## src/common/fabric_pkg.sv

```systemverilog
package fabric_pkg;

	// APB data path widths
	localparam int DATA_W = 32;
	localparam int STRB_W = DATA_W / 8;
	localparam int ADDR_W = 16;

	// Address split
	// Bits 1:0 byte offset, then word index, then slot number
	localparam int WORD_W = 2;
	localparam int SLOT_W = 4;

	// Word indices inside one slot
	localparam logic [WORD_W-1:0] REG_ID = 2'd0;
	localparam logic [WORD_W-1:0] REG_IRQ_EN = 2'd1;
	localparam logic [WORD_W-1:0] REG_IRQ_PEND = 2'd2;
	localparam logic [WORD_W-1:0] REG_SCRATCH = 2'd3;

	// Upper part of the ID word
	// Low byte is filled with the slot number
	localparam logic [23:0] ID_MAGIC = 24'hE10_00F;

	// Full-word write of this key to REG_ID asks for a fabric reset
	localparam logic [DATA_W-1:0] RST_KEY = 32'hC0DE_5E7F;

	// Reset hold counter
	// Top bit sets 64 cycles after the last cause
	localparam int RST_CNT_W = 7;

	// Decoder FSM
	typedef enum logic [0:0] {
		DEC_IDLE = 1'b0,
		DEC_RESP = 1'b1
	} dec_state_e;

endpackage
```

## src/logic/target_fabric_top.sv

```systemverilog
`timescale 1ns/1ps

module target_fabric_top #(
	parameter int NUM_SLOTS = 3
) (
	input  logic                          nic_clk,
	input  logic                          ext_rst,
	input  logic                          clk_lock_i,
	input  logic [fabric_pkg::ADDR_W-1:0] paddr_i,
	input  logic                          psel_i,
	input  logic                          penable_i,
	input  logic                          pwrite_i,
	input  logic [fabric_pkg::DATA_W-1:0] pwdata_i,
	input  logic [fabric_pkg::STRB_W-1:0] pstrb_i,
	output logic [fabric_pkg::DATA_W-1:0] prdata_o,
	output logic                          pready_o,
	output logic                          pslverr_o,
	output logic                          intr_request_o,
	output logic                          nic_rst_o
);

	import fabric_pkg::*;

	logic                        nic_rst;
	logic                        rst_req;

	// Shared request lines toward the slots
	logic [NUM_SLOTS-1:0]        acc;
	logic                        we;
	logic [WORD_W-1:0]           word;
	logic [DATA_W-1:0]           wdata;
	logic [STRB_W-1:0]           strb;

	// Per-slot return lines, packed by slot index
	logic [NUM_SLOTS*DATA_W-1:0] slot_rdata;
	logic [NUM_SLOTS-1:0]        slot_irq;
	logic [NUM_SLOTS-1:0]        slot_rst_req;

	nic_reset_seq u_reset_seq (
		.nic_clk    (nic_clk),
		.ext_rst    (ext_rst),
		.clk_lock_i (clk_lock_i),
		.rst_req_i  (rst_req),
		.nic_rst_o  (nic_rst)
	);

	assign nic_rst_o = nic_rst;

	tgt_decode #(
		.NUM_SLOTS (NUM_SLOTS)
	) u_decode (
		.nic_clk   (nic_clk),
		.nic_rst_i (nic_rst),
		.paddr_i   (paddr_i),
		.psel_i    (psel_i),
		.penable_i (penable_i),
		.pwrite_i  (pwrite_i),
		.pwdata_i  (pwdata_i),
		.pstrb_i   (pstrb_i),
		.pready_o  (pready_o),
		.pslverr_o (pslverr_o),
		.acc_o     (acc),
		.we_o      (we),
		.word_o    (word),
		.wdata_o   (wdata),
		.strb_o    (strb)
	);

	// One register bank per device-function slot
	for (genvar i = 0; i < NUM_SLOTS; i++) begin : g_slot
		func_regs #(
			.SLOT_IDX (i)
		) u_regs (
			.nic_clk   (nic_clk),
			.nic_rst_i (nic_rst),
			.acc_i     (acc[i]),
			.we_i      (we),
			.word_i    (word),
			.wdata_i   (wdata),
			.strb_i    (strb),
			.rdata_o   (slot_rdata[i*DATA_W +: DATA_W]),
			.irq_o     (slot_irq[i]),
			.rst_req_o (slot_rst_req[i])
		);
	end

	tgt_collect #(
		.NUM_SLOTS (NUM_SLOTS)
	) u_collect (
		.nic_clk        (nic_clk),
		.nic_rst_i      (nic_rst),
		.rdata_i        (slot_rdata),
		.irq_i          (slot_irq),
		.rst_req_i      (slot_rst_req),
		.prdata_o       (prdata_o),
		.intr_request_o (intr_request_o),
		.rst_req_o      (rst_req)
	);

endmodule

```

## src/target_crossbar/tgt_collect.sv

```systemverilog
`timescale 1ns/1ps

module tgt_collect #(
	parameter int NUM_SLOTS = 3
) (
	input  logic                                    nic_clk,
	input  logic                                    nic_rst_i,
	input  logic [NUM_SLOTS*fabric_pkg::DATA_W-1:0] rdata_i,
	input  logic [NUM_SLOTS-1:0]                    irq_i,
	input  logic [NUM_SLOTS-1:0]                    rst_req_i,
	output logic [fabric_pkg::DATA_W-1:0]           prdata_o,
	output logic                                    intr_request_o,
	output logic                                    rst_req_o
);

	import fabric_pkg::*;

	// Only the answering slot drives nonzero data
	always_comb begin
		prdata_o = '0;
		for (int i = 0; i < NUM_SLOTS; i++) begin
			prdata_o = prdata_o | rdata_i[i*DATA_W +: DATA_W];
		end
	end

	// Single interrupt line, one flop behind the slots
	always_ff @(posedge nic_clk or posedge nic_rst_i) begin
		if (nic_rst_i) begin
			intr_request_o <= 1'b0;
		end else begin
			intr_request_o <= |irq_i;
		end
	end

	// Any slot may restart the whole fabric
	assign rst_req_o = |rst_req_i;

endmodule

```

## src/target_crossbar/func_regs.sv

```systemverilog
`timescale 1ns/1ps

module func_regs #(
	parameter int SLOT_IDX = 0
) (
	input  logic                          nic_clk,
	input  logic                          nic_rst_i,
	input  logic                          acc_i,
	input  logic                          we_i,
	input  logic [fabric_pkg::WORD_W-1:0] word_i,
	input  logic [fabric_pkg::DATA_W-1:0] wdata_i,
	input  logic [fabric_pkg::STRB_W-1:0] strb_i,
	output logic [fabric_pkg::DATA_W-1:0] rdata_o,
	output logic                          irq_o,
	output logic                          rst_req_o
);

	import fabric_pkg::*;

	logic [DATA_W-1:0] irq_en_q;
	logic [DATA_W-1:0] irq_pend_q;
	logic [DATA_W-1:0] scratch_q;
	logic [DATA_W-1:0] id_word;
	logic [DATA_W-1:0] rd_mux;
	logic              wr_acc;
	logic              rd_acc;

	// Read-only identity word
	assign id_word = {ID_MAGIC, 8'(SLOT_IDX)};

	assign wr_acc = acc_i && we_i;
	assign rd_acc = acc_i && !we_i;

	always_comb begin
		unique case (word_i)
			REG_ID:       rd_mux = id_word;
			REG_IRQ_EN:   rd_mux = irq_en_q;
			REG_IRQ_PEND: rd_mux = irq_pend_q;
			default:      rd_mux = scratch_q;
		endcase
	end

	// Byte-lane writes to the writable words
	always_ff @(posedge nic_clk or posedge nic_rst_i) begin
		if (nic_rst_i) begin
			irq_en_q   <= '0;
			irq_pend_q <= '0;
			scratch_q  <= '0;
		end else if (wr_acc) begin
			for (int b = 0; b < STRB_W; b++) begin
				if (strb_i[b]) begin
					unique case (word_i)
						REG_IRQ_EN:   irq_en_q[b*8 +: 8] <= wdata_i[b*8 +: 8];
						REG_IRQ_PEND: irq_pend_q[b*8 +: 8] <= wdata_i[b*8 +: 8];
						REG_SCRATCH:  scratch_q[b*8 +: 8] <= wdata_i[b*8 +: 8];
						default:      ;
					endcase
				end
			end
		end
	end

	// Read data held for the RESP cycle only
	// Zero otherwise so the collector can OR all slots
	always_ff @(posedge nic_clk or posedge nic_rst_i) begin
		if (nic_rst_i) begin
			rdata_o <= '0;
		end else begin
			rdata_o <= rd_acc ? rd_mux : '0;
		end
	end

	// Reset key must arrive as a full word on REG_ID
	always_ff @(posedge nic_clk or posedge nic_rst_i) begin
		if (nic_rst_i) begin
			rst_req_o <= 1'b0;
		end else begin
			rst_req_o <= wr_acc && word_i == REG_ID && &strb_i && wdata_i == RST_KEY;
		end
	end

	// Pending and enabled
	assign irq_o = |(irq_en_q & irq_pend_q);

endmodule

```

## src/target_crossbar/tgt_decode.sv

```systemverilog
`timescale 1ns/1ps

module tgt_decode #(
	parameter int NUM_SLOTS = 3
) (
	input  logic                          nic_clk,
	input  logic                          nic_rst_i,
	input  logic [fabric_pkg::ADDR_W-1:0] paddr_i,
	input  logic                          psel_i,
	input  logic                          penable_i,
	input  logic                          pwrite_i,
	input  logic [fabric_pkg::DATA_W-1:0] pwdata_i,
	input  logic [fabric_pkg::STRB_W-1:0] pstrb_i,
	output logic                          pready_o,
	output logic                          pslverr_o,
	output logic [NUM_SLOTS-1:0]          acc_o,
	output logic                          we_o,
	output logic [fabric_pkg::WORD_W-1:0] word_o,
	output logic [fabric_pkg::DATA_W-1:0] wdata_o,
	output logic [fabric_pkg::STRB_W-1:0] strb_o
);

	import fabric_pkg::*;

	dec_state_e        state_q;
	logic              err_q;
	logic [SLOT_W-1:0] slot;
	logic              mapped;
	logic              start;

	// Slot field sits right above the word index
	assign slot   = paddr_i[2+WORD_W +: SLOT_W];
	assign mapped = int'(slot) < NUM_SLOTS;

	// First access cycle of a transfer
	assign start = (state_q == DEC_IDLE) && psel_i && penable_i;

	// One-hot strobe toward the addressed slot
	// Unmapped slot numbers select nothing
	always_comb begin
		acc_o = '0;
		for (int i = 0; i < NUM_SLOTS; i++) begin
			if (start && slot == SLOT_W'(i)) begin
				acc_o[i] = 1'b1;
			end
		end
	end

	// Shared write side, valid while acc_o is up
	assign we_o    = pwrite_i;
	assign word_o  = paddr_i[2 +: WORD_W];
	assign wdata_o = pwdata_i;
	assign strb_o  = pstrb_i;

	// Two-cycle access phase
	// IDLE issues the strobe, RESP answers with pready
	always_ff @(posedge nic_clk or posedge nic_rst_i) begin
		if (nic_rst_i) begin
			state_q <= DEC_IDLE;
			err_q   <= 1'b0;
		end else begin
			unique case (state_q)
				DEC_IDLE: begin
					if (start) begin
						state_q <= DEC_RESP;
						err_q   <= !mapped;
					end
				end
				DEC_RESP: begin
					state_q <= DEC_IDLE;
					err_q   <= 1'b0;
				end
				default: begin
					state_q <= DEC_IDLE;
					err_q   <= 1'b0;
				end
			endcase
		end
	end

	// Fixed single wait state
	assign pready_o = (state_q == DEC_RESP);

	// Error flag only lives during RESP
	assign pslverr_o = err_q;

endmodule

```

## src/logic/nic_reset_seq.sv

```systemverilog
`timescale 1ns/1ps

module nic_reset_seq (
	input  logic nic_clk,
	input  logic ext_rst,
	input  logic clk_lock_i,
	input  logic rst_req_i,
	output logic nic_rst_o
);

	import fabric_pkg::*;

	logic [RST_CNT_W-1:0] rst_cnt;
	logic                 rst_done;

	// Top bit marks the end of the hold time
	assign rst_done = rst_cnt[RST_CNT_W-1];

	// Restart the count on any reset cause
	// Lost lock keeps it parked at zero until lock returns
	always_ff @(posedge nic_clk or posedge ext_rst) begin
		if (ext_rst) begin
			rst_cnt <= '0;
		end else if (rst_req_i || !clk_lock_i) begin
			rst_cnt <= '0;
		end else if (!rst_done) begin
			rst_cnt <= rst_cnt + 1'b1;
		end
	end

	// Internal reset held until count completes
	assign nic_rst_o = !rst_done;

endmodule

```

## config.mk

```make
export PLATFORM = sky130hd
export DESIGN_NAME = target_fabric_top
export DESIGN_NICKNAME = d
export VERILOG_FILES = /design/src/common/fabric_pkg.sv /design/src/logic/target_fabric_top.sv /design/src/target_crossbar/tgt_collect.sv /design/src/target_crossbar/func_regs.sv /design/src/target_crossbar/tgt_decode.sv /design/src/logic/nic_reset_seq.sv
export SDC_FILE = /design/constraint.sdc
export NUM_CORES = 1
export LEC_CHECK = 0
export BUFFER_PORTS_ARGS = -buffer_cell sky130_fd_sc_hd__clkbuf_2
export CORE_MARGIN = 8
export CORE_UTILIZATION = 61
export DETAILED_ROUTE_END_ITERATION = 7
export PLACE_DENSITY = 0.91
export SLEW_MARGIN = 20
export SYNTH_ARGS = -nofsm -noshare
export SYNTH_HDL_FRONTEND = slang
export SYNTH_SLANG_ARGS = --single-unit
```

## constraint.sdc

```tcl
create_clock -name nic_clk -period 13.2 [get_ports nic_clk]
set_clock_uncertainty 0.05 [all_clocks]
set_input_delay 0 -clock nic_clk [delete_from_list [all_inputs] [get_ports nic_clk]]
set_output_delay 0 -clock nic_clk [all_outputs]
set_load 0.01 [all_outputs]
```

==> metrics.md <==
| Metric | Value |
|---|---|
| Critical register-to-register path startpoint | u_decode.pready_o |
| Count of cells along the worst hold path | 3 |
| Clock transition at path regs | 0.07 ns |
| Worst endpoint data arrival time | 3.22 ns |
| Buffers added on ports | between 80 and 90 |
| Sequential-to-total area share from yosys stat | 57.4% |
| MaxCap Viol Count | 0 |
| Count of endpoints failing hold in the final timing report | 0 |
| Final Critical Period | 2.87 ns |
| TritonCTS buffer count | 40 |
| Synth-to-layout area growth | 13.9% |
| Core Util, Final | 70.8% |
| Ratio of total power to cell area | between 100 and 150 mW/mm² |
| Clk pwr share | 43.9% |
| RSZ-0062 raised after global routing | no |
| Capture point of the worst reg-to-reg path | g_slot[2].u_regs.irq_en_q[18] |
| Number of placement rows | 61 |
| Flop2flop setup slack | 10.33 ns |
| Synthesized area divided by synthesized cell count | between 10 and 15 µm² |
| Summed negative setup slack over all endpoints | 0 ns |
| Aggregate global routing overflow | 0 |
| Pin count of the biggest net entering global routing | 168 |
| Worst Min Path Start | pstrb_i[1] |
| Power spent charging and discharging nets | 0.000543 W |
| Number of levels the H-tree was split into | 2 |
| Post-place instance area | 0.0180 mm² |
| First drt pass iteration count | 6 |
| Max VDD drop | 112 µV |
| Antenna violations before repair | 0 |
| Hold Path Sink | g_slot[2].u_regs.irq_en_q[11] |
| Maximum count of clock buffers along a single path | 3 |
| Area of the placeable core | 0.0279 mm² |
| Final non-filler cell area | 0.0197 mm² |
| Vias in the first global route | 12500 |
| Post-DP HPWL | 30500 µm |
| Number of antenna repair diodes | 0 |
| Die height | 185 µm |
| Nets@finish | 1420 |
| Number of failing setup endpoints in the final timing report | 0 |
| Critical path capture point type | flop |
| Crit path required time | around 14 ns |
| Vias | roughly 12000 |
| Library cells used by synthesis | 42 |
| Prevailing post-synth register cell | sky130_fd_sc_hd__dfrtp_1 |
| Clock Root Buffer | sky130_fd_sc_hd__clkbuf_16 |
| Total detailed-routing wirelength | 49900 µm |
| Number of synthesized flops with an enable pin | 0 |
| Clock latency on the worst-skew pair | between 0.5 and 0.6 ns |
| Count of routing violations after the opening detailed-route iteration | 1595 |
| Post-CTS Setup Inserts | 0 |
| Routed wirelength normalized by instance count | 28.3 µm |
| CTS sink count | between 300 and 400 |
| Gate power share | 4.7% |
| Number of standard cells after synthesis | 1251 |
| Slew at the pin closest to its max-slew limit | 0.964 ns |
| Remaining antenna violation count | 0 |
| Count of synthesis-stage warnings from yosys | 0 |
| Critical path startpoint category | flop |
| Final-report max-slew violation count | 0 |
| Class of the tightest hold or removal check | in2reg |
| Int Power | 0.00191 W |
| Switching share of power | 22.1% |
| Highest Clock Rate | ~350 MHz |
| Synthesized netlist net count | about 1300 |
| Share of async-settable or async-resettable flops after synthesis | 100% |
| GP Congestion | ~0.90 |
| Die outline area | 0.0340 mm² |
| Static leakage | 9.85 nW |
| Start-to-end type of the worst setup path | reg2reg |
| DRC violations left | 0 |
| DIE WIDTH | between 150 and 200 µm |
| I/O Pins | 94 |
| CTS tree | yes |
| Yosys reg bits | 397 |
| Initial cell density of the core | 62.2% |
| Post-Syn Area | roughly 0.017 mm² |
| GRT Overall Usage | roughly 30% |
| First-pass GRT wire length | ~76000 µm |
| Portion of the clock cycle consumed by the worst path in the final layout | 21.8% |
| Run status | complete, no violations |
| Register-to-Register Path Depth | 5 |
| Count of cells resized by post-cts repair | 0 |
| Fraction of final layout cells sized beyond drive strength 1 | between 30% and 40% |
| Sequential power share | 51.3% |
| Post-CTS Hold Buffers | 43 |
| Via count normalized by instance count | 6.75 |
| Worst slew margin | 35.7% |
| Worst-path maximum fanout | 8 |
-- critical path: stages (launching register included) --
cell and delay (ns):
sky130_fd_sc_hd__dfrtp_1 0.46, sky130_fd_sc_hd__nor4_4 0.49, sky130_fd_sc_hd__and3_1 0.58, sky130_fd_sc_hd__nand3_4 0.25, sky130_fd_sc_hd__mux2_2 0.34, sky130_fd_sc_hd__dlygate4sd3_1 0.56
-- how the worst max path moves through the flow --
stage / from / to / cells past startpoint
5_1_grt: u_reset_seq.rst_cnt[6] / g_slot[2].u_regs.scratch_q[25] / 3
3_5_place_dp: paddr_i[2] / g_slot[1].u_regs.irq_en_q[9] / 7
6_report: u_decode.pready_o / g_slot[2].u_regs.irq_en_q[18] / 5
3_3_place_gp: paddr_i[2] / g_slot[1].u_regs.irq_en_q[14] / 7
2_1_floorplan: u_reset_seq.rst_cnt[6] / g_slot[0].u_regs.irq_en_q[0] / 0
4_1_cts: u_reset_seq.rst_cnt[6] / g_slot[0].u_regs.irq_pend_q[15] / 2
-- cells in the final DEF, fill, tap and decap left out, types with 8 or more instances in the layout --
cell type / netlist / final
sky130_fd_sc_hd__dfrtp_1: 397 / 396
sky130_fd_sc_hd__mux2_2: 344 / 344
sky130_fd_sc_hd__nor2_1: 109 / 109
sky130_fd_sc_hd__a22oi_1: 106 / 106
sky130_fd_sc_hd__clkbuf_2: 0 / 81
sky130_fd_sc_hd__dlygate4sd3_1: 0 / 43
sky130_fd_sc_hd__clkbuf_16: 0 / 41
sky130_fd_sc_hd__or3_1: 32 / 32
sky130_fd_sc_hd__mux2i_1: 27 / 27
sky130_fd_sc_hd__a211oi_1: 27 / 27
sky130_fd_sc_hd__nor2_8: 18 / 18
sky130_fd_sc_hd__buf_4: 1 / 15
sky130_fd_sc_hd__nand3_1: 14 / 13
sky130_fd_sc_hd__nand2_1: 11 / 11
sky130_fd_sc_hd__nand4_1: 11 / 11
sky130_fd_sc_hd__clkbuf_8: 0 / 10
sky130_fd_sc_hd__clkbuf_1: 39 / 10
sky130_fd_sc_hd__nor2_4: 8 / 8
sky130_fd_sc_hd__mux2_4: 8 / 8
-- kinds of logic after synthesis --
logic type,share of synthesized area [%]
xor gates and xnor gates,0.253
DFF,57.4
muxes,25.0
buffers and inverters,1.81
and+or+nand+nor,9.06
AOI/OAI and AO/OA,6.43
adders and majority gates,0.0722
-- stage by stage --
step / instances / hold slack, ns / worst slack (ns) / total power (W)
final: 1763 / 0.0473 / 10.33 / 0.00246
after detailed placement: 1653 / -0.131 / 9.99 / 0.00138
after global placement: 1653 / -0.140 / 10.03 / 0.00137
after global routing: 1763 / 0.0340 / 10.01 / 0.00252
after CTS: 1762 / 0.0113 / 10.10 / 0.00245
after floorplan: 1251 / -0.247 / 1.30 / 0.00134
-- per-layer routing --
layer  routed length (µm)  track usage (%)
met1                18200             37.8
met5                    0                0
met3                 5060             6.65
met4                 3210             17.1
met2                23400             46.7
-- sequential cells by signal, summed over array words and instances (netlist names) --
name	count
u_decode.pslverr_o	1
g_slot.u_regs.rdata_o	96
g_slot.u_regs.irq_en_q	96
g_slot.u_regs.scratch_q	96
u_collect.intr_request_o	1
g_slot.u_regs.irq_pend_q	96
u_reset_seq.rst_cnt	7
g_slot.u_regs.rst_req_o	3
u_decode.pready_o	1
-- cell usage after synthesis, types with 2 or more instances --
| cell | instances | area [µm²] |
|---|---|---|
| sky130_fd_sc_hd__a211oi_1 | 27 | 203 |
| sky130_fd_sc_hd__a21oi_1 | 2 | 10.0 |
| sky130_fd_sc_hd__a221oi_1 | 6 | 52.6 |
| sky130_fd_sc_hd__a22o_1 | 6 | 52.6 |
| sky130_fd_sc_hd__a22oi_1 | 106 | 796 |
| sky130_fd_sc_hd__and3_1 | 2 | 12.5 |
| sky130_fd_sc_hd__buf_1 | 27 | 101 |
| sky130_fd_sc_hd__buf_2 | 4 | 20.0 |
| sky130_fd_sc_hd__clkbuf_1 | 39 | 146 |
| sky130_fd_sc_hd__dfrtp_1 | 397 | 9930 |
| sky130_fd_sc_hd__inv_1 | 2 | 7.51 |
| sky130_fd_sc_hd__mux2_1 | 6 | 67.6 |
| sky130_fd_sc_hd__mux2_2 | 344 | 3870 |
| sky130_fd_sc_hd__mux2_4 | 8 | 120 |
| sky130_fd_sc_hd__mux2i_1 | 27 | 270 |
| sky130_fd_sc_hd__nand2_1 | 11 | 41.3 |
| sky130_fd_sc_hd__nand3_1 | 14 | 70.1 |
| sky130_fd_sc_hd__nand3_4 | 5 | 87.6 |
| sky130_fd_sc_hd__nand4_1 | 11 | 68.8 |
| sky130_fd_sc_hd__nand4b_1 | 4 | 35.0 |
| sky130_fd_sc_hd__nor2_1 | 109 | 409 |
| sky130_fd_sc_hd__nor2_2 | 6 | 37.5 |
| sky130_fd_sc_hd__nor2_4 | 8 | 90.1 |
| sky130_fd_sc_hd__nor2_8 | 18 | 360 |
| sky130_fd_sc_hd__nor2b_1 | 5 | 31.3 |
| sky130_fd_sc_hd__nor3_1 | 4 | 20.0 |
| sky130_fd_sc_hd__nor4_1 | 4 | 25.0 |
| sky130_fd_sc_hd__or3_1 | 32 | 200 |
| sky130_fd_sc_hd__xnor2_1 | 2 | 17.5 |
| sky130_fd_sc_hd__xor2_1 | 3 | 26.3 |
-- power by group through the flow --
stage	logic (W)	clock network, W	registers [W]
floorplan	0.0000674	0	0.00127
global placement	0.0000951	0	0.00128
detailed placement	0.0000994	0	0.00128
CTS	0.000112	0.00108	0.00126
global route	0.000120	0.00114	0.00126
finish	0.000116	0.00108	0.00126
-- cell type report --
type | instances | area, µm²
Fill cell | 1710 | 8130
Multi-Input combinational cell | 779 | 7080
Clock inverter | 5 | 31.3
Inverter | 2 | 7.51
Clock buffer | 61 | 1200
Tap cell | 378 | 473
Timing Repair Buffer | 141 | 996
Sequential cell | 397 | 9940
(Power assumes the default switching activity.)
